==> config.mk <==
export PLATFORM = sky130hd
export DESIGN_NAME = setup_response_collector
export DESIGN_NICKNAME = d
export VERILOG_FILES = /design/src/rtl/setup_pkg.sv /design/src/rtl/setup_response_collector.sv
export SDC_FILE = /design/constraint.sdc
export NUM_CORES = 1
export LEC_CHECK = 0
export BUFFER_PORTS_ARGS = -buffer_cell sky130_fd_sc_hd__buf_2
export CAP_MARGIN = 20
export CORE_AREA = 2 2 300 302
export CTS_BUF_LIST = sky130_fd_sc_hd__clkbuf_4
export CTS_CLUSTER_DIAMETER = 100
export CTS_CLUSTER_SIZE = 30
export DETAILED_ROUTE_END_ITERATION = 12
export DIE_AREA = 0 0 302 304
export PLACE_DENSITY = 0.37
export SKIP_CTS_REPAIR_TIMING = 1
export SLEW_MARGIN = 20
export SYNTH_ARGS = -nofsm -noshare
export SYNTH_HDL_FRONTEND = slang
export SYNTH_SLANG_ARGS = --single-unit
==> constraint.sdc <==
create_clock -name ap_clk -period 16.74 [get_ports ap_clk]
set_clock_uncertainty 0.2 [all_clocks]
set_input_delay 3.348 -clock ap_clk [delete_from_list [all_inputs] [get_ports ap_clk]]
set_output_delay 3.348 -clock ap_clk [all_outputs]
set_load 0.01 [all_outputs]
==> src/rtl/setup_pkg.sv <==
`default_nettype none

package setup_pkg;

    // ----------------------------------------------------------
    // Widths and record geometry
    // ----------------------------------------------------------
    parameter int ADDR_W           = 64;
    parameter int CACHELINE_BYTES  = 64;
    parameter int DATA_W           = 512;
    parameter int REQ_ID_W         = 4;
    parameter int COUNT_W          = 32;
    // Record layout is tied to this line count
    parameter int SETUP_CACHELINES = 2;

    // ----------------------------------------------------------
    // Memory packets
    // ----------------------------------------------------------
    typedef struct packed {
        logic [ADDR_W-1:0]   address;
        logic [REQ_ID_W-1:0] id;
    } memory_request_payload_t;

    typedef struct packed {
        logic                    valid;
        memory_request_payload_t payload;
    } memory_request_t;

    typedef struct packed {
        logic [REQ_ID_W-1:0] id;
        logic [DATA_W-1:0]   data;
    } memory_response_payload_t;

    typedef struct packed {
        logic                     valid;
        memory_response_payload_t payload;
    } memory_response_t;

    // FIFO state flags, valid marks dout
    typedef struct packed {
        logic full;
        logic almost_full;
        logic empty;
        logic valid;
    } fifo_status_t;

    // ----------------------------------------------------------
    // Host descriptor and read configuration
    // ----------------------------------------------------------
    typedef struct packed {
        logic [ADDR_W-1:0] graph_csr_struct;
    } descriptor_payload_t;

    typedef struct packed {
        logic                valid;
        descriptor_payload_t payload;
    } descriptor_t;

    typedef struct packed {
        logic [ADDR_W-1:0]  array_pointer;
        logic [COUNT_W-1:0] start_read;
        logic [COUNT_W-1:0] end_read;
        // Stride in lines, granularity in bytes
        logic [COUNT_W-1:0] stride;
        logic [COUNT_W-1:0] granularity;
    } serial_read_config_payload_t;

    typedef struct packed {
        logic                        valid;
        serial_read_config_payload_t payload;
    } serial_read_config_t;

    // Unpacked graph structure record
    typedef struct packed {
        logic [31:0] vertex_count;
        logic [31:0] edge_count;
        logic [63:0] out_degree_ptr;
        logic [63:0] edges_src_ptr;
        logic [63:0] edges_dest_ptr;
    } graph_csr_config_t;

    typedef enum logic [2:0] {
        SETUP_RESET,
        SETUP_IDLE,
        SETUP_REQ_START,
        SETUP_REQ_BUSY,
        SETUP_DONE
    } kernel_setup_state_t;

endpackage

`default_nettype wire
==> src/rtl/setup_response_collector.sv <==
`timescale 1ns/10ps
`default_nettype none

module setup_response_collector (
    input  logic                           ap_clk,
    input  logic                           areset,
    input  setup_pkg::memory_response_t    resp_dout,
    input  setup_pkg::fifo_status_t        fifo_status,
    output logic                           rd_en,
    output setup_pkg::graph_csr_config_t   setup_config,
    output logic                           collect_done
);

    import setup_pkg::*;

    localparam int SLOT_W = (SETUP_CACHELINES > 1) ? $clog2(SETUP_CACHELINES) : 1;

    logic [DATA_W-1:0]           line_q [SETUP_CACHELINES];
    logic [SETUP_CACHELINES-1:0] filled_q;
    logic [SLOT_W-1:0]           slot;
    logic                        slot_ok;

    // Drain whatever has arrived
    assign rd_en = ~fifo_status.empty;

    // Response id picks the slot, so arrival order does not matter
    assign slot    = resp_dout.payload.id[SLOT_W-1:0];
    assign slot_ok = resp_dout.valid &
                     (resp_dout.payload.id < REQ_ID_W'(SETUP_CACHELINES));

    // ----------------------------------------------------------
    // Line slots
    // ----------------------------------------------------------
    always_ff @(posedge ap_clk) begin
        if (slot_ok) begin
            line_q[slot] <= resp_dout.payload.data;
        end
    end

    always_ff @(posedge ap_clk) begin
        if (areset) begin
            filled_q     <= '0;
            collect_done <= 1'b0;
        end else begin
            if (slot_ok) begin
                filled_q[slot] <= 1'b1;
            end
            // Sticky until reset
            if (&filled_q) begin
                collect_done <= 1'b1;
            end
        end
    end

    // ----------------------------------------------------------
    // Record assembly
    // ----------------------------------------------------------
    always_comb begin
        setup_config.vertex_count   = line_q[0][31:0];
        setup_config.edge_count     = line_q[0][63:32];
        setup_config.out_degree_ptr = line_q[0][127:64];
        // Second line holds the edge arrays
        setup_config.edges_src_ptr  = line_q[1][63:0];
        setup_config.edges_dest_ptr = line_q[1][127:64];
    end

endmodule

`default_nettype wire

# ---- Word level (Yosys, flattened, before mapping)
# Memory sizes are Yosys's and may differ from the RTL's.
# Cells that the tools add are included.
# Widths: inputs -> output; s select.
dict set report word_totals {
  ff_bits 3
  latchBits 0
  ramBits 1024
  mem_bits_ro 0
  in_bits 523
  output_inout_bits 258
  n_memories 1
}
dict set report classes {
  n_addsub 0
  multipliers 0
  div 0
  magnitude_cmp 3
  n_eq_ne 0
  n_shift 0
  muxes 4
  bitwise_logic 3
  reduce_logical 2
}
# memory words width rd rd_ports_with_merged_regs wr line_no
set mem_list {}
lappend mem_list {line_q 2 512 2 0 1 setup_response_collector.sv:18} ;# logic [DATA_W-1:0] line_q [SETUP_CACHELINES];
# cell n
set ops {}
lappend ops {{$lt 4x2->1 const B} 1}
lappend ops {{$mux 1} 3}
lappend ops {{$lt 1x2->1 const B} 1}
lappend ops {{$or 2x2->2} 1}
lappend ops {{$reduce_and 2->1} 1}
lappend ops {{$and 1x1->1} 1}
lappend ops {{$demux 1 s1} 1}
lappend ops {{$ge 1x1->1 const B} 1}
lappend ops {{$logic_and 1x1->1} 1}
lappend ops {{$not 1->1} 1}

# ---- Longest topological paths before layout
dict set report logic_depth {
  word_depth 5
  ltp_mapped 2
  ltp_nobuf 2
}

# ---- Least setup slack after synthesis
# Ideal clock, no wire load.
dict set report synth_timing {
  path_type {input port to flip-flop}
  startpoint {input resp_dout[515] (netlist name)}
  endpoint {memory line_q[0][0], enable pin}
  t_arrival_ps 9232
  required_time_ps 15923
  path_slack_ps 6691
  stages 2
  cell_sequence {or4b_4 nor2_1}
}
dict set report synth_via {
  elab_chain_len 4
}
# element line_no
set synth_lines {}
lappend synth_lines {{start: declaration} setup_response_collector.sv:7} ;# input setup_pkg::memory_response_t resp_dout,
lappend synth_lines {{$lt 4x2->1} setup_response_collector.sv:29} ;# (resp_dout.payload.id < REQ_ID_W'(SETUP_CACHELINES));
lappend synth_lines {{$and 1x1->1} setup_response_collector.sv:28} ;# assign slot_ok = resp_dout.valid &
lappend synth_lines {{$mux 1} setup_response_collector.sv:35} ;# if (slot_ok) begin
lappend synth_lines {{$mux 1 (not written as such)} setup_response_collector.sv:36} ;# line_q[slot] <= resp_dout.payload.data;
lappend synth_lines {{end: declaration} setup_response_collector.sv:18}
# No other way between the ends.

# ---- Worst setup path in the final report
dict set report layout_timing {
  startpoint {input fifo_status[1] (netlist name)}
  endpoint {output rd_en}
}
dict set report layout_via {
  elab_chain_len 1
}
# element line_no
set layout_lines {}
lappend layout_lines {{start: declaration} setup_response_collector.sv:8} ;# input setup_pkg::fifo_status_t fifo_status,
lappend layout_lines {{$not 1->1} setup_response_collector.sv:24} ;# assign rd_en = ~fifo_status.empty;
lappend layout_lines {{end: declaration} setup_response_collector.sv:9} ;# output logic rd_en,
# No other way between the ends.

==> out/summary.txt <==
Mapped Area = 7810 um2
Pins Over Slew Limit = 0
Mapped Avg Cell Area = 28.9 um2
Sw Share = 0.240
multi-input logic area = 72.6 um2
kind of start point of the critical path = input port
reported net switching power = 0.000256 W
Clock transition at path regs = 0.21 ns
slowest stage delay, CP = 0.13 ns
FF-to-FF path depth = 2
Routed Antenna Nets = 0
clock buffer depth = 3
largest net degree at the start of global routing = 62
FF+latch count, synth = 259
worst path required time = 13.19 ns
total vias in the final route = 4348
drt pass-1 iters = 4
Hold Crit Class = flip-flop to flip-flop
CP Data Arrival Time = 3.60 ns
Area after DPL = 11300 um2
Crit. End Element = output port
CP max FO = 1
Die Wd = 302 um
DRT iter0 DRCs = 142
DRC = 0
dpl hpwl = 20600 um
critical-path cell list = buf_2 > inv_1 > buf_2
most common cell after layout, fill and taps aside = buf_2
cell accounting for the most synthesized area = edfxtp_1
Setup TNS = 0 ns
area of the core = 89000 um2
Die Ht = 304 um
top area cells in the synthesized netlist = edfxtp_1 (98%), dfxtp_1 (0.77%), o31ai_1 (0.19%), or4b_4 (0.18%), nand2b_1 (0.16%)
GRT Total Usage = 0.0538
RR Startpoint = filled_q[0]$_SDFFE_PP0P_
type of the worst setup path = input port to output port
Tmin final = 7.15 ns
max_cap viols = 0
proportion of layout cells with a drive suffix above 1 = 0.614
Setup violations, final = 0
Synth Warn # = 0
Worst Hold Endpoint = filled_q[0]$_SDFFE_PP0P_
wirelength, routed = 26200 um
worst skew pair latency = 0.73 ns
P_int = 0.000812 W
most numerous cell on the critical path = buf_2
I/O Buffers = 393
Starting Density = 0.0877
CTS root buf = clkbuf_4
Slew HR = 0.353
hold path cells = 2
initial antenna violation count = 20
Seq. cell area = 7750 um2
Flop pwr share = 0.682
Hold Startpoint = filled_q[0]$_SDFFE_PP0P_
Static Leak = 4.07 nW
P per Cell Area = 92.2 nW/um2
CTS Buf Count = 16
clock share of power = 0.275
slowest CP cell = buf_2
number of cells produced by synthesis = 270
reg-to-reg endpoint = collect_done$_SDFFE_PP0P_
number of global-route vias before repair = 4460
Avg Vias per Cell = 2.33
Fill cells = 9991
WL/cell = 14.0 um
grt total ovfl = 0
logic gate share of total power = 0.043
endpoints failing hold = 0
num ports = 781
Syn Nets = 793
first-pass GRT wire length = 34600 um
flop-to-flop setup slack = 15.91 ns
CTS tree = built
period utilization = 0.427
RePlAce Congestion = 0.702
area delta synth->final = 48.2%
depth of the CTS H-tree = 1
Yosys top cell area share = 0.984
Max Freq = 140 MHz
Distinct cells, synth = 8
most frequent cells in the layout = buf_2 (393), edfxtp_1 (256), clkbuf_4 (17), buf_4 (4)
Peak VDD IR = 0.0769 mV
net count reported at finish = 1208
status = finished, final reports clean
clk sinks = 259
placement row count = 110
register area share after synthesis = 0.992
RSZ-0062 raised after global routing = false
final instance area = 11600 um2
die area = 91800 um2
Worst Tran Pin Value = 0.971 ns
[cell type report]
cell class                      instances  share of cell area
Clock buffer                           17              0.0110
Timing Repair Buffer                  397               0.172
Clock inverter                          8              0.0130
Inverter                                2            0.000648
Sequential cell                       259               0.669
Multi-Input combinational cell          9             0.00627
Tap cell                             1176               0.127
Antenna cell                            2            0.000432
[worst max path at each step]
stage | from | to | slack (ns) | cells past startpoint
after floorplan | resp_dout[515] | line_q[0][0]$_DFFE_PP_ | 6.69 | 2
after CTS | fifo_status[1] | rd_en | 9.59 | 3
after detailed placement | fifo_status[1] | rd_en | 9.59 | 3
final | fifo_status[1] | rd_en | 9.59 | 3
after global placement | fifo_status[1] | rd_en | 9.58 | 3
after global routing | fifo_status[1] | rd_en | 9.57 | 3
[critical path: cells and delay by family]
kind,cells,cell delay (ns)
buffers and inverters,3,0.25
[power by group through the flow]
stage               clock [W]  combinational, W  sequential (W)
floorplan                   0        0.00000314        0.000751
global placement            0         0.0000461        0.000743
detailed placement          0         0.0000470        0.000743
CTS                  0.000319         0.0000470        0.000729
global route         0.000331         0.0000501        0.000730
finish               0.000294         0.0000455        0.000728
[per-stage QoR]
| stage | setup WS (ns) | util | power, W | hold slack (ns) | std cells |
|---|---|---|---|---|---|
| after floorplan | 6.69 | - | 0.000754 | 0.233 | 270 |
| after global placement | 9.58 | 0.127 | 0.000789 | 0.262 | 1843 |
| after detailed placement | 9.59 | 0.127 | 0.000790 | 0.268 | 1843 |
| after CTS | 9.59 | 0.130 | 0.00109 | 0.302 | 1868 |
| after global routing | 9.57 | 0.130 | 0.00111 | 0.334 | 1869 |
| final | 9.59 | 0.130 | 0.00107 | 0.299 | 1870 |
[synth_stat cells]
cell,n
nand2b_1,2
edfxtp_1,256
o31ai_1,2
inv_1,2
dfxtp_1,3
a21oi_1,1
nor2_1,3
or4b_4,1
[cells by family (layout without fill, tap and decap cells)]
group / count (synthesis) / count (layout) / synth area share
and+or+nand+nor: 6 / 6 / 0.00480
other: 0 / 2 / 0
DFF: 259 / 259 / 0.992
AOI/OAI and AO/OA: 3 / 3 / 0.00256
buffers and inverters: 2 / 424 / 0.000961
[flip-flops by register name (all words and copies together), names as in the netlist]
register / count
filled_q: 2
collect_done: 1
line_q: 256
[layer usage]
layer / vias to the layer above / track usage / routed length, um
li1: 1918 / - / -
met1: 2055 / 0.0629 / 10600
met2: 321 / 0.0813 / 10800
met3: 42 / 0.0339 / 4000
met4: 12 / 0.0147 / 703
met5: - / 0 / 76
Power figures use the tool's default switching activity.
