## src/rtl/setup_pkg.sv

```systemverilog
`default_nettype none

package setup_pkg;

    // ----------------------------------------------------------
    // Widths and record geometry
    // ----------------------------------------------------------
    parameter int ADDR_W           = 64;
    parameter int CACHELINE_BYTES  = 64;
    parameter int DATA_W           = 512;
    parameter int REQ_ID_W         = 4;
    parameter int COUNT_W          = 32;
    // Record layout is tied to this line count
    parameter int SETUP_CACHELINES = 2;

    // ----------------------------------------------------------
    // Memory packets
    // ----------------------------------------------------------
    typedef struct packed {
        logic [ADDR_W-1:0]   address;
        logic [REQ_ID_W-1:0] id;
    } memory_request_payload_t;

    typedef struct packed {
        logic                    valid;
        memory_request_payload_t payload;
    } memory_request_t;

    typedef struct packed {
        logic [REQ_ID_W-1:0] id;
        logic [DATA_W-1:0]   data;
    } memory_response_payload_t;

    typedef struct packed {
        logic                     valid;
        memory_response_payload_t payload;
    } memory_response_t;

    // FIFO state flags, valid marks dout
    typedef struct packed {
        logic full;
        logic almost_full;
        logic empty;
        logic valid;
    } fifo_status_t;

    // ----------------------------------------------------------
    // Host descriptor and read configuration
    // ----------------------------------------------------------
    typedef struct packed {
        logic [ADDR_W-1:0] graph_csr_struct;
    } descriptor_payload_t;

    typedef struct packed {
        logic                valid;
        descriptor_payload_t payload;
    } descriptor_t;

    typedef struct packed {
        logic [ADDR_W-1:0]  array_pointer;
        logic [COUNT_W-1:0] start_read;
        logic [COUNT_W-1:0] end_read;
        // Stride in lines, granularity in bytes
        logic [COUNT_W-1:0] stride;
        logic [COUNT_W-1:0] granularity;
    } serial_read_config_payload_t;

    typedef struct packed {
        logic                        valid;
        serial_read_config_payload_t payload;
    } serial_read_config_t;

    // Unpacked graph structure record
    typedef struct packed {
        logic [31:0] vertex_count;
        logic [31:0] edge_count;
        logic [63:0] out_degree_ptr;
        logic [63:0] edges_src_ptr;
        logic [63:0] edges_dest_ptr;
    } graph_csr_config_t;

    typedef enum logic [2:0] {
        SETUP_RESET,
        SETUP_IDLE,
        SETUP_REQ_START,
        SETUP_REQ_BUSY,
        SETUP_DONE
    } kernel_setup_state_t;

endpackage

`default_nettype wire
```

## src/rtl/setup_fifo.sv

```systemverilog
`timescale 1ns/10ps
`default_nettype none

module setup_fifo #(
    parameter type payload_t  = logic [7:0],
    parameter int  FIFO_DEPTH = 16
) (
    input  logic                    ap_clk,
    input  logic                    areset,
    input  payload_t                din,
    input  logic                    wr_en,
    input  logic                    rd_en,
    output payload_t                dout,
    output setup_pkg::fifo_status_t status
);

    localparam int PTR_W = $clog2(FIFO_DEPTH);

    payload_t mem [FIFO_DEPTH];

    // One extra pointer bit tells full from empty
    logic [PTR_W:0] wr_ptr;
    logic [PTR_W:0] rd_ptr;
    logic [PTR_W:0] count;

    logic full;
    logic almost_full;
    logic empty;
    logic push;
    logic pop;
    logic valid_q;

    assign count       = wr_ptr - rd_ptr;
    assign full        = (count == (PTR_W + 1)'(FIFO_DEPTH));
    assign almost_full = (count >= (PTR_W + 1)'(FIFO_DEPTH - 1));
    assign empty       = (count == '0);

    // Requests against a full or empty buffer are ignored
    assign push = wr_en & ~full;
    assign pop  = rd_en & ~empty;

    // ----------------------------------------------------------
    // Pointers and read valid
    // ----------------------------------------------------------
    always_ff @(posedge ap_clk) begin
        if (areset) begin
            wr_ptr  <= '0;
            rd_ptr  <= '0;
            valid_q <= 1'b0;
        end else begin
            if (push) begin
                wr_ptr <= wr_ptr + 1'b1;
            end
            if (pop) begin
                rd_ptr <= rd_ptr + 1'b1;
            end
            valid_q <= pop;
        end
    end

    // ----------------------------------------------------------
    // Storage, one cycle read latency
    // ----------------------------------------------------------
    always_ff @(posedge ap_clk) begin
        if (push) begin
            mem[wr_ptr[PTR_W-1:0]] <= din;
        end
        if (pop) begin
            dout <= mem[rd_ptr[PTR_W-1:0]];
        end
    end

    always_comb begin
        status.full        = full;
        status.almost_full = almost_full;
        status.empty       = empty;
        status.valid       = valid_q;
    end

endmodule

`default_nettype wire

```

## config.mk

```make
export PLATFORM = sky130hd
export DESIGN_NAME = setup_fifo
export DESIGN_NICKNAME = d
export VERILOG_FILES = /design/src/rtl/setup_pkg.sv /design/src/rtl/setup_fifo.sv
export SDC_FILE = /design/constraint.sdc
export NUM_CORES = 1
export LEC_CHECK = 0
export BUFFER_PORTS_ARGS = -buffer_cell sky130_fd_sc_hd__buf_4
export CORE_MARGIN = 1
export CORE_UTILIZATION = 60
export CTS_CLUSTER_DIAMETER = 200
export CTS_CLUSTER_SIZE = 28
export DETAILED_ROUTE_END_ITERATION = 8
export GPL_ROUTABILITY_DRIVEN = 0
export PLACE_DENSITY = 0.78
export SKIP_CTS_REPAIR_TIMING = 1
export SYNTH_ARGS = -nofsm -noshare
export SYNTH_HDL_FRONTEND = slang
export SYNTH_SLANG_ARGS = --single-unit
```

## constraint.sdc

```tcl
create_clock -name ap_clk -period 6.6 [get_ports ap_clk]
set_input_delay 0.66 -clock ap_clk [delete_from_list [all_inputs] [get_ports ap_clk]]
set_output_delay 0.66 -clock ap_clk [all_outputs]
set_load 0.02 [all_outputs]
```

Yosys cells after proc, flatten, opt, wreduce, memory -nomap -nowiden
Memory sizes are Yosys's and may differ from the RTL's. A register that Yosys moved wholly into a read port is not among the register bits.
Index checks and enable logic that the tools add are counted.
{"block": "op_classes", "mux": 2, "n_eq_ne": 1, "reduce_logical": 1, "bitwise_logic": 4, "magnitude_cmp": 1, "addsub": 3}
{"op": "$add A5 B1 Y5 const B", "n": 2}
{"op": "$eq A5 B5 Y1 const B", "n": 1}
{"op": "$ge A5 B4 Y1 const B", "n": 1}
{"op": "$logic_not A5 Y1", "n": 1}
{"op": "$sub A5 B5 Y5", "n": 1}
{"op": "$and A1 B1 Y1", "n": 2}
{"op": "$mux W1", "n": 2}
{"op": "$not A1 Y1", "n": 2}
{"block": "totals", "n_memories": 1, "word_cells": 16, "ram_bits": 128, "ff_bits": 11, "output_inout_bits": 12}
{"name": "mem", "depth": 16, "width": 8, "read_ports": 1, "rd_clocked_by_memory_dff": 1, "wr": 1, "line": "setup_fifo.sv:19", "rtl": "payload_t mem [FIFO_DEPTH];"}

Logic depth before layout (Yosys ltp)
Gate-level depths: netlist (run 1).
{"block": "depth", "depth_word": 6, "mapped_depth": 10, "ltp_nobuf": 9}

Worst setup path after synthesis (run 1)
OpenSTA, ideal clock, no wires.
{"block": "synth_path", "path_kind": "flip-flop to flip-flop", "startpoint": "register rd_ptr[2]", "endpoint": "memory mem[3][0] in the netlist's numbering (enable)", "n_path_buf": 2, "arrival_ps": 2927, "path_stages_with_launch": 10, "setup_ps": 383, "t_required_ps": 6217, "slack_ps": 3290, "path_cell_list": "dfxtp_1 > clkbuf_1 > clkbuf_1 > clkinv_1 > ha_1 > nand3_1 > a21oi_1 > a211oi_4 > or2_1 > nor3_1"}
{"block": "synth_via", "elab_chain_cells": 6}
{"element": "start: declaration", "line": "setup_fifo.sv:23", "rtl": "logic [PTR_W:0] rd_ptr;"}
{"element": "start signal: assignment", "line": "setup_fifo.sv:55", "rtl": "rd_ptr <= rd_ptr + 1'b1;"}
{"element": "$sub A5 B5 Y5", "line": "setup_fifo.sv:33", "rtl": "assign count = wr_ptr - rd_ptr;"}
{"element": "$eq A5 B5 Y1", "line": "setup_fifo.sv:34", "rtl": "assign full = (count == (PTR_W + 1)'(FIFO_DEPTH));"}
{"element": "via full", "line": "setup_fifo.sv:26", "rtl": "logic full;"}
{"element": "$not A1 Y1", "line": "setup_fifo.sv:39", "rtl": "assign push = wr_en & ~full;"}
{"element": "$and A1 B1 Y1", "line": "setup_fifo.sv:39"}
{"element": "$mux W1", "line": "setup_fifo.sv:65", "rtl": "if (push) begin"}
{"element": "$mux W1 (not written as such)", "line": "setup_fifo.sv:66", "rtl": "mem[wr_ptr[PTR_W-1:0]] <= din;"}
{"element": "end: declaration", "line": "setup_fifo.sv:19"}
The timed path passes the listed nets, and every way through them passes these cells.

==> run summary, run 1 <==
The flow ran to the end, and the final reports show no timing, DRC or antenna violations. After detailed routing, the number of remaining DRC violations is 0. Row generation in the floorplan step produced 36 rows. The final critical delay including setup and external delays is 4.01 ns. Buffer depth of the longest clock path: 2. The run gives 6280 um2 as the placement-stage cell area.

Using the TritonRoute via totals, the vias-per-cell ratio works out to 6.14. Among all flip-flop cells after synthesis, the most frequent one is sky130_fd_sc_hd__edfxtp_1. The tools report the CTS buffer count as 17.

sky130_fd_sc_hd__edfxtp_1 takes more of the synthesized area than any other cell. CTS placed an instance of sky130_fd_sc_hd__clkbuf_8 at the clock tree root. The area of the die was 10400 um2.

For this run, the register share of the synthesized area comes to 71.6%. Most common cell after layout, fill and taps aside: sky130_fd_sc_hd__edfxtp_1. Summed over its instances, the top area cell type makes up 67.9% of the synthesized netlist area. For this run, the detailed router's first-pass iteration total came to 5. Global routing used 25.4% of the available tracks across all layers. The starting density of the core is 61.8%.

IR analysis of the VDD net gives a maximum drop of 267 uV. Critical setup path kind: reg -> out. Maximum fanout encountered on the critical timing path: 37. After synthesis the netlist holds a flip-flop and latch count of 147.

The power per cell area is 408 nW/um2, and the layout filler cell count is 617. The area taken by flip-flops and latches is 4310 um2. The setup TNS came out at 0 ns. The H-tree was split into 4 levels.

In the layout the commonest cells are sky130_fd_sc_hd__edfxtp_1 (136), sky130_fd_sc_hd__nand2_1 (35), sky130_fd_sc_hd__mux4_2 (32). Entering global routing, the biggest net connects 38 pins. Setup violations remaining at the end of the flow were counted as 0. The multi-input combinational cells in the finished layout cover a total of 1590 um2. The run gives 6010 um2 as the total standard cell area after synthesis.

The tools report the signal arrival time at the worst endpoint as 3.35 ns. Setup repair after global routing left no endpoint under its margin. The number of nets in the synthesized netlist is 359. The most used routing layer was met2. Once detail routing completed, the nets flagged for antenna violations numbered 0.

Across the run, the number of max-cap violations was 0. The die is 102 um tall. The worst path uses 60.7% of the clock period.

The required time of the critical path came out at 5.94 ns. Among all stages on the critical path, the largest delay is contributed by sky130_fd_sc_hd__buf_4. After detailed routing, the average wire length per cell comes to 22.8 um. The signal on the critical path passes through buf_4 > ha_1 > inv_1 > fa_1 > nor3b_1 > nand4b_1 > a211oi_4 > buf_4. The count of buffers added on input and output ports is 23. During synthesis, Yosys emitted a total of 0 warnings. The max-slew violation total from the final report was 0. The path class of the tightest hold or removal check is in -> reg. The logs give 329 for the number of DRC markers after the initial detailed-route iteration and 3167 for the via count of the first global-routing pass.

Detailed routing inserted a total of 3137 vias. 24 I/O pins were placed. The initial antenna violation count is 0, and the floorplan die width is 102 um.

The repair_antennas step left the layout with diodes totalling 0. The signed area change from the synthesized netlist to the final layout came out at 14.8%. The HPWL after detailed placement is 7050 um.

The pin slew with the least headroom to its limit was 1.09 ns; the global-route track usage on met3 was 6.70%. The total leakage power came out at 0.00233 uW. For this run, the post-layout net count is 387. At the later pin of the worst-skew pair, clock insertion delay measures 0.53 ns. The core outline area is 9730 um2, and the fraction of layout cells with a size suffix above 1 is 24.6%. The clock drives 147 sinks. The largest single stage delay on the critical path is 0.53 ns.

The tools report the total congestion overflow after global routing as 0. The type of destination of the critical path is an output port. In this run the mean area of a mapped cell was 17.8 um2. For the post-route worst hold slack, the log shows 0.417 ns.

Global routing consumed, on the met2 layer, 41.2% of the routing resources. Clock skew on the completed layout was measured at 0.0106 ns. In this run the tightest slew margin relative to its limit is 26.8%. Most frequent cell on the critical path: sky130_fd_sc_hd__buf_4. Yosys mapped a number of flops with a built-in enable equal to 136. After clock tree synthesis, the clock-pin slew on the worst setup and hold paths is 0.06 ns. The fraction of registers with async set or reset after synthesis works out to 0%. The worst setup path is launched from a flop. TritonCTS built the clock tree. The routed wire length was 11700 um. Synthesized instance count: 337.

The logs give 17900 um for the global-route wire length before repair and 0.250 GHz for the fmax. Sorting the synthesized cells by area gives the leading types as sky130_fd_sc_hd__edfxtp_1 (68%), sky130_fd_sc_hd__mux4_2 (12%), sky130_fd_sc_hd__dfxtp_1 (3.7%), sky130_fd_sc_hd__and3_1 (2.2%), sky130_fd_sc_hd__nand2_1 (2.2%). The tools report the fraction of met1 tracks used by global routing as 33.1%. The count of endpoints failing hold in the final timing report came out at 0.

The number of distinct library cell variants in the gate-level netlist after synthesis is 40. With fillers left out, the area of the finished cells amounts to 6900 um2.
per-layer routing:
metal | vias up | routed length, um
li1 | 1384 | -
met1 | 1593 | 4630
met2 | 138 | 6010
met3 | 22 | 805
met4 | 0 | 231
met5 | - | 0
logic make-up (layout without fill, tap and decap cells):
group / count (synthesis) / in the layout / synth area share (%)
AOI/OAI and AO/OA: 25 / 25 / 2.75
DFF: 147 / 147 / 71.6
and+or+nand+nor: 92 / 92 / 8.14
xor gates and xnor gates: 3 / 3 / 0.437
muxes: 37 / 37 / 12.9
adders and majority gates: 10 / 10 / 2.21
buffers and inverters: 23 / 64 / 1.98
cell usage after synthesis (all sizes together) (2+ instances only):
cell type,n
nand4,3
nor2b,9
mux4,32
edfxtp,136
mux2i,2
nand2,35
nand2b,4
clkinv,2
dfxtp,11
clkbuf,7
mux2,3
nor2,5
ha,9
inv,4
xor2,2
or3,5
buf,10
and3,21
a31oi,8
nand3b,3
a21oi,8
o21ai,5
nor3b,2
state kept, by name, indices dropped and copies added, names as in the netlist:
register / flops
dout: 8
wr_ptr: 5
valid_q: 1
mem: 128
rd_ptr: 5
final timing paths:
check                  from   endpoint  slack [ns]  cells after the start
setup / recovery  rd_ptr[0]  status[3]        2.59                      8
hold / removal       areset  rd_ptr[4]        0.42                      2
setup reg to reg  rd_ptr[0]  mem[3][2]        2.82                      9
hold reg to reg   rd_ptr[4]  rd_ptr[4]        0.50                      2
stage by stage:
step	setup slack (ns)	utilization, %	power, uW	std cells
final	2.59	70.9	2810	511
after global routing	2.36	70.9	2920	511
after CTS	2.55	70.9	2820	511
after detailed placement	2.84	64.5	1860	479
after global placement	2.97	64.5	1840	479
after floorplan	3.29	-	1680	337
critical path, delay by kind of cell, from the launching register on:
family / cells / cell delay (ns)
AO/OA/AOI/OAI: 1 / 0.47
AND/OR/NAND/NOR: 2 / 0.45
flip-flops: 1 / 0.31
adder cells (fa/ha/maj): 2 / 0.76
buffers and inverters: 3 / 0.81
cell type report:
class	instances	share of cell area [%]
Sequential cell	147	62.4
Timing Repair Buffer	26	2.83
Clock buffer	24	7.76
Inverter	6	0.327
Clock inverter	8	1.23
Multi-Input combinational cell	167	23.0
Tap cell	133	2.41
power breakdown:
group / leakage (uW) / switching (uW) / internal (uW)
logic: 0.000707 / 400 / 311
clock network: 0.000298 / 368 / 603
registers: 0.00132 / 25.2 / 1110
total: 0.00233 / 793 / 2020
Note: power is estimated with default switching activity, not from simulation.
==> run 2, diff against run 1 <==
CORE_UTILIZATION = 55   (was 60)
PLACE_DENSITY = 0.75   (was 0.78)
clock period = 3.24 ns   (was 6.6 ns; I/O delays follow)
==> run 2 against run 1 <==
Net effect: worst hold slack worse by 0.32 ns; clock power rose by 91%; clock skew grew 0.0014 ns; wire length rose by 4.5%; via count fell by 0.26%; worst setup slack worse by 2.5 ns; die area grew 8.9%; sequential share of layout area decreased by 0.11 points; critical path type is now reg -> reg; critical endpoint is now mem[11][0].
==> run summary, run 2 (synthesis results as in run 1) <==
Maximum clock skew at final layout: 0.0120 ns (was 0.0106 ns). The logs give 11400 um2 (was 10400 um2) for the area of the die and 24 (unchanged) for the number of ports placed on the die boundary. The number of sinks handled by clock tree synthesis was 147 (unchanged); the signed area change from the synthesized netlist to the final layout was 15.0% (was 14.8%). The post-CTS clock slew at the launch and capture registers of the worst setup and hold paths works out to 0.07 ns (was 0.06 ns). Kind of path behind the tightest hold check: in -> reg (unchanged). The floorplan die width came out at 107 um (was 102 um). The number of iterations in the first detailed-routing pass was 5 (unchanged). The signal arrival time at the worst endpoint is 3.31 ns (was 3.35 ns), and the core outline area is 10500 um2 (was 9730 um2). The hold path endpoint was wr_ptr[2] (was rd_ptr[4]). Setup repair after global routing could not meet its margin everywhere. The tools report the floorplan row count as 37 (was 36).

Type of destination of the critical path: a flop (was an output port). The register-to-register setup slack is 0.08 ns (was 2.82 ns), and the total leakage power is 0.00235 uW (was 0.00233 uW). For the count of endpoints failing hold in the final timing report, the log shows 0 (unchanged).

The number of buffers inserted by port buffering works out to 23 (unchanged). The root buffer cell was sky130_fd_sc_hd__clkbuf_8 (unchanged). The run gives 4 (unchanged) as the CTS H-tree depth. The tools report the starting density of the core as 57.5% (was 61.8%). The fraction of layout cells with a size suffix above 1 works out to 27.3% (was 24.6%). Worst reg2reg path startpoint: wr_ptr[0] (was rd_ptr[0]).

The most common cell after layout, fill and taps aside was sky130_fd_sc_hd__edfxtp_1 (unchanged). The via count of the first global-routing pass is 3149 (was 3167), and the maximum fanout encountered on the critical timing path is 8 (was 37). The post-route core utilization came out at 66.1% (was 70.9%). Post-route total power: 5660 uW (was 2810 uW). Max-slew violation total from the final report: 0 (unchanged). Cells traversed along the worst timing path: inv_1 > ha_1 > inv_1 > fa_1 > xor2_1 > nand4b_1 > a211oi_4 > buf_4 > or2_1 > nor2b_1 (was buf_4 > ha_1 > inv_1 > fa_1 > nor3b_1 > nand4b_1 > a211oi_4 > buf_4). Subtracting the final worst setup slack from the clock period gives 3.16 ns. The flip-flop count of the largest register after layout is 128 (unchanged), and the pin slew with the least headroom to its limit is 1.05 ns (was 1.09 ns).

The run gives 0.316 GHz as the fmax. The run gives 0.53 ns (about the same) as the insertion delay of the later-clocked pin in the worst-skew pair. Area taken by flip-flops and latches: 4310 um2 (about the same).

The logs give 6910 um2 (was 6900 um2) for the summed area of non-filler cells in the final layout and 3129 (was 3137) for the number of vias in the routed layout. Commonest non-fill, non-tap cells in the layout: sky130_fd_sc_hd__edfxtp_1 (136), sky130_fd_sc_hd__nand2_1 (35), sky130_fd_sc_hd__mux4_2 (32), sky130_fd_sc_hd__buf_4 (32), sky130_fd_sc_hd__and3_1 (21) (was sky130_fd_sc_hd__edfxtp_1 (136), sky130_fd_sc_hd__nand2_1 (35), sky130_fd_sc_hd__mux4_2 (32)). For the relative slew slack, the log shows 30.1% (was 26.8%). The launch instance of the worst min-delay path is areset (unchanged).

Critical setup path kind: reg -> reg (was reg -> out). The tools report the number of antenna cells inserted as 0 (unchanged). The placement-stage cell area was 6320 um2 (was 6280 um2). The net count reported at finish is 393 (was 387), and the wire length per cell after detailed routing is 23.5 um (was 22.8 um). The post-route worst hold slack is 0.0941 ns (was 0.417 ns). The die extent in y works out to 107 um (was 102 um). The run gives 18400 um (was 17900 um) as the global-route wire length before repair. The slowest cell on the critical path is sky130_fd_sc_hd__nor2b_1 (was sky130_fd_sc_hd__buf_4).

The tools report the reg-to-reg critical path endpoint as mem[11][0] (was mem[3][2]). The tools report the type of element launching the critical path as a flop (unchanged). The required time of the critical path is 3.39 ns (was 5.94 ns), and the share of the clock period used by the worst path is 97.6%.

The buffer depth of the longest clock path is 2 (unchanged). For the number of setup violations in the final report, the log shows 0 (unchanged). Initial antenna violation count: 0 (unchanged).

The cell count of the worst reg-to-reg path was 10 (was 9); the number of DRC markers after the initial detailed-route iteration was 316 (was 329). The power per cell area was 819 nW/um2 (was 408 nW/um2). The largest net degree at the start of global routing is 37 (was 38), and the total track usage is 23.4% (was 25.4%). The tools report the routed wire length as 12200 um (was 11700 um). The run finished with clean final reports.

The area occupied by multi-input gates is 1600 um2 (was 1590 um2), and the CTS buffer count is 17 (unchanged). The residual antenna-violating net count after detailed routing was 0 (unchanged); the half-perimeter wire length after placement was 7780 um (was 7050 um). TritonCTS built the clock tree. Worst ir drop on vdd: 538 uV (was 267 uV). For the final routed DRC violation total, the log shows 0 (unchanged). Most frequent cell on the critical path: sky130_fd_sc_hd__inv_1 (was sky130_fd_sc_hd__buf_4). The average vias per placed instance came out at 6.02 (was 6.14).

The max capacitance violation total is 0 (unchanged). The biggest cell delay along the critical path was 0.65 ns (was 0.53 ns). The number of stages on the worst hold path came out at 2 (unchanged).

The total congestion overflow after global routing was 0 (unchanged); the layout filler cell count was 707 (was 617).
-- run 2: cell count changes in the layout (fill, tap and decap cells not counted), moves of 2 or more --
cell                         previous run  this run
sky130_fd_sc_hd__buf_4                 26        32
sky130_fd_sc_hd__clkbuf_1               2         0
sky130_fd_sc_hd__clkbuf_16             20        16
sky130_fd_sc_hd__clkinv_8               0         2
sky130_fd_sc_hd__clkinvlp_4             2         0
sky130_fd_sc_hd__inv_6                  1         4
sky130_fd_sc_hd__inv_8                  0         6
-- run 2: area by class of cell --
type / count / share of cell area (%)
Sequential cell: 147 / 62.3
Multi-Input combinational cell: 167 / 23.2
Clock buffer: 17 / 5.99
Timing Repair Buffer: 32 / 3.48
Tap cell: 136 / 2.46
Clock inverter: 15 / 2.28
Inverter: 6 / 0.326
-- run 2: worst max-delay path, delay by kind of cell (launching register included) --
family          cells  cell delay [ns]
simple gates        3             1.17
fa+ha+maj           2             0.59
flops               1             0.34
buf+inv             3             0.34
xor+xnor            1             0.24
compound gates      1             0.10
-- run 2: worst max path at each step --
stage | from | endpoint | slack (ns)
after floorplan | rd_ptr[2] | mem[11][0] | 0.12
after global placement | wr_ptr[0] | mem[9][5] | 0.27
after detailed placement | wr_ptr[0] | mem[12][4] | 0.21
after CTS | wr_ptr[0] | status[3] | 0.009
after global routing | wr_ptr[0] | mem[11][0] | -0.04
final | wr_ptr[0] | mem[11][0] | 0.08
-- run 2: report_power, final --
part           internal, uW  switching, uW  total (uW)
Combinational           674            829        1500
Sequential             2250           58.0        2310
Clock                   995            853        1850
-- run 2: per-layer routing --
layer  global-route usage, %  wire [um]
met4                    7.93        210
met3                    6.44        757
met2                    35.9       5920
met5                       0          0
met1                    32.7       5300
-- run 2: metrics by stage --
stage | setup slack [ns] | TNS [ns] | std cells
final | 0.0791 | 0 | 520
after global routing | -0.0368 | -0.459 | 520
after CTS | 0.00907 | 0 | 519
after detailed placement | 0.208 | 0 | 487
after global placement | 0.275 | 0 | 487
after floorplan | 0.120 | 0 | 337
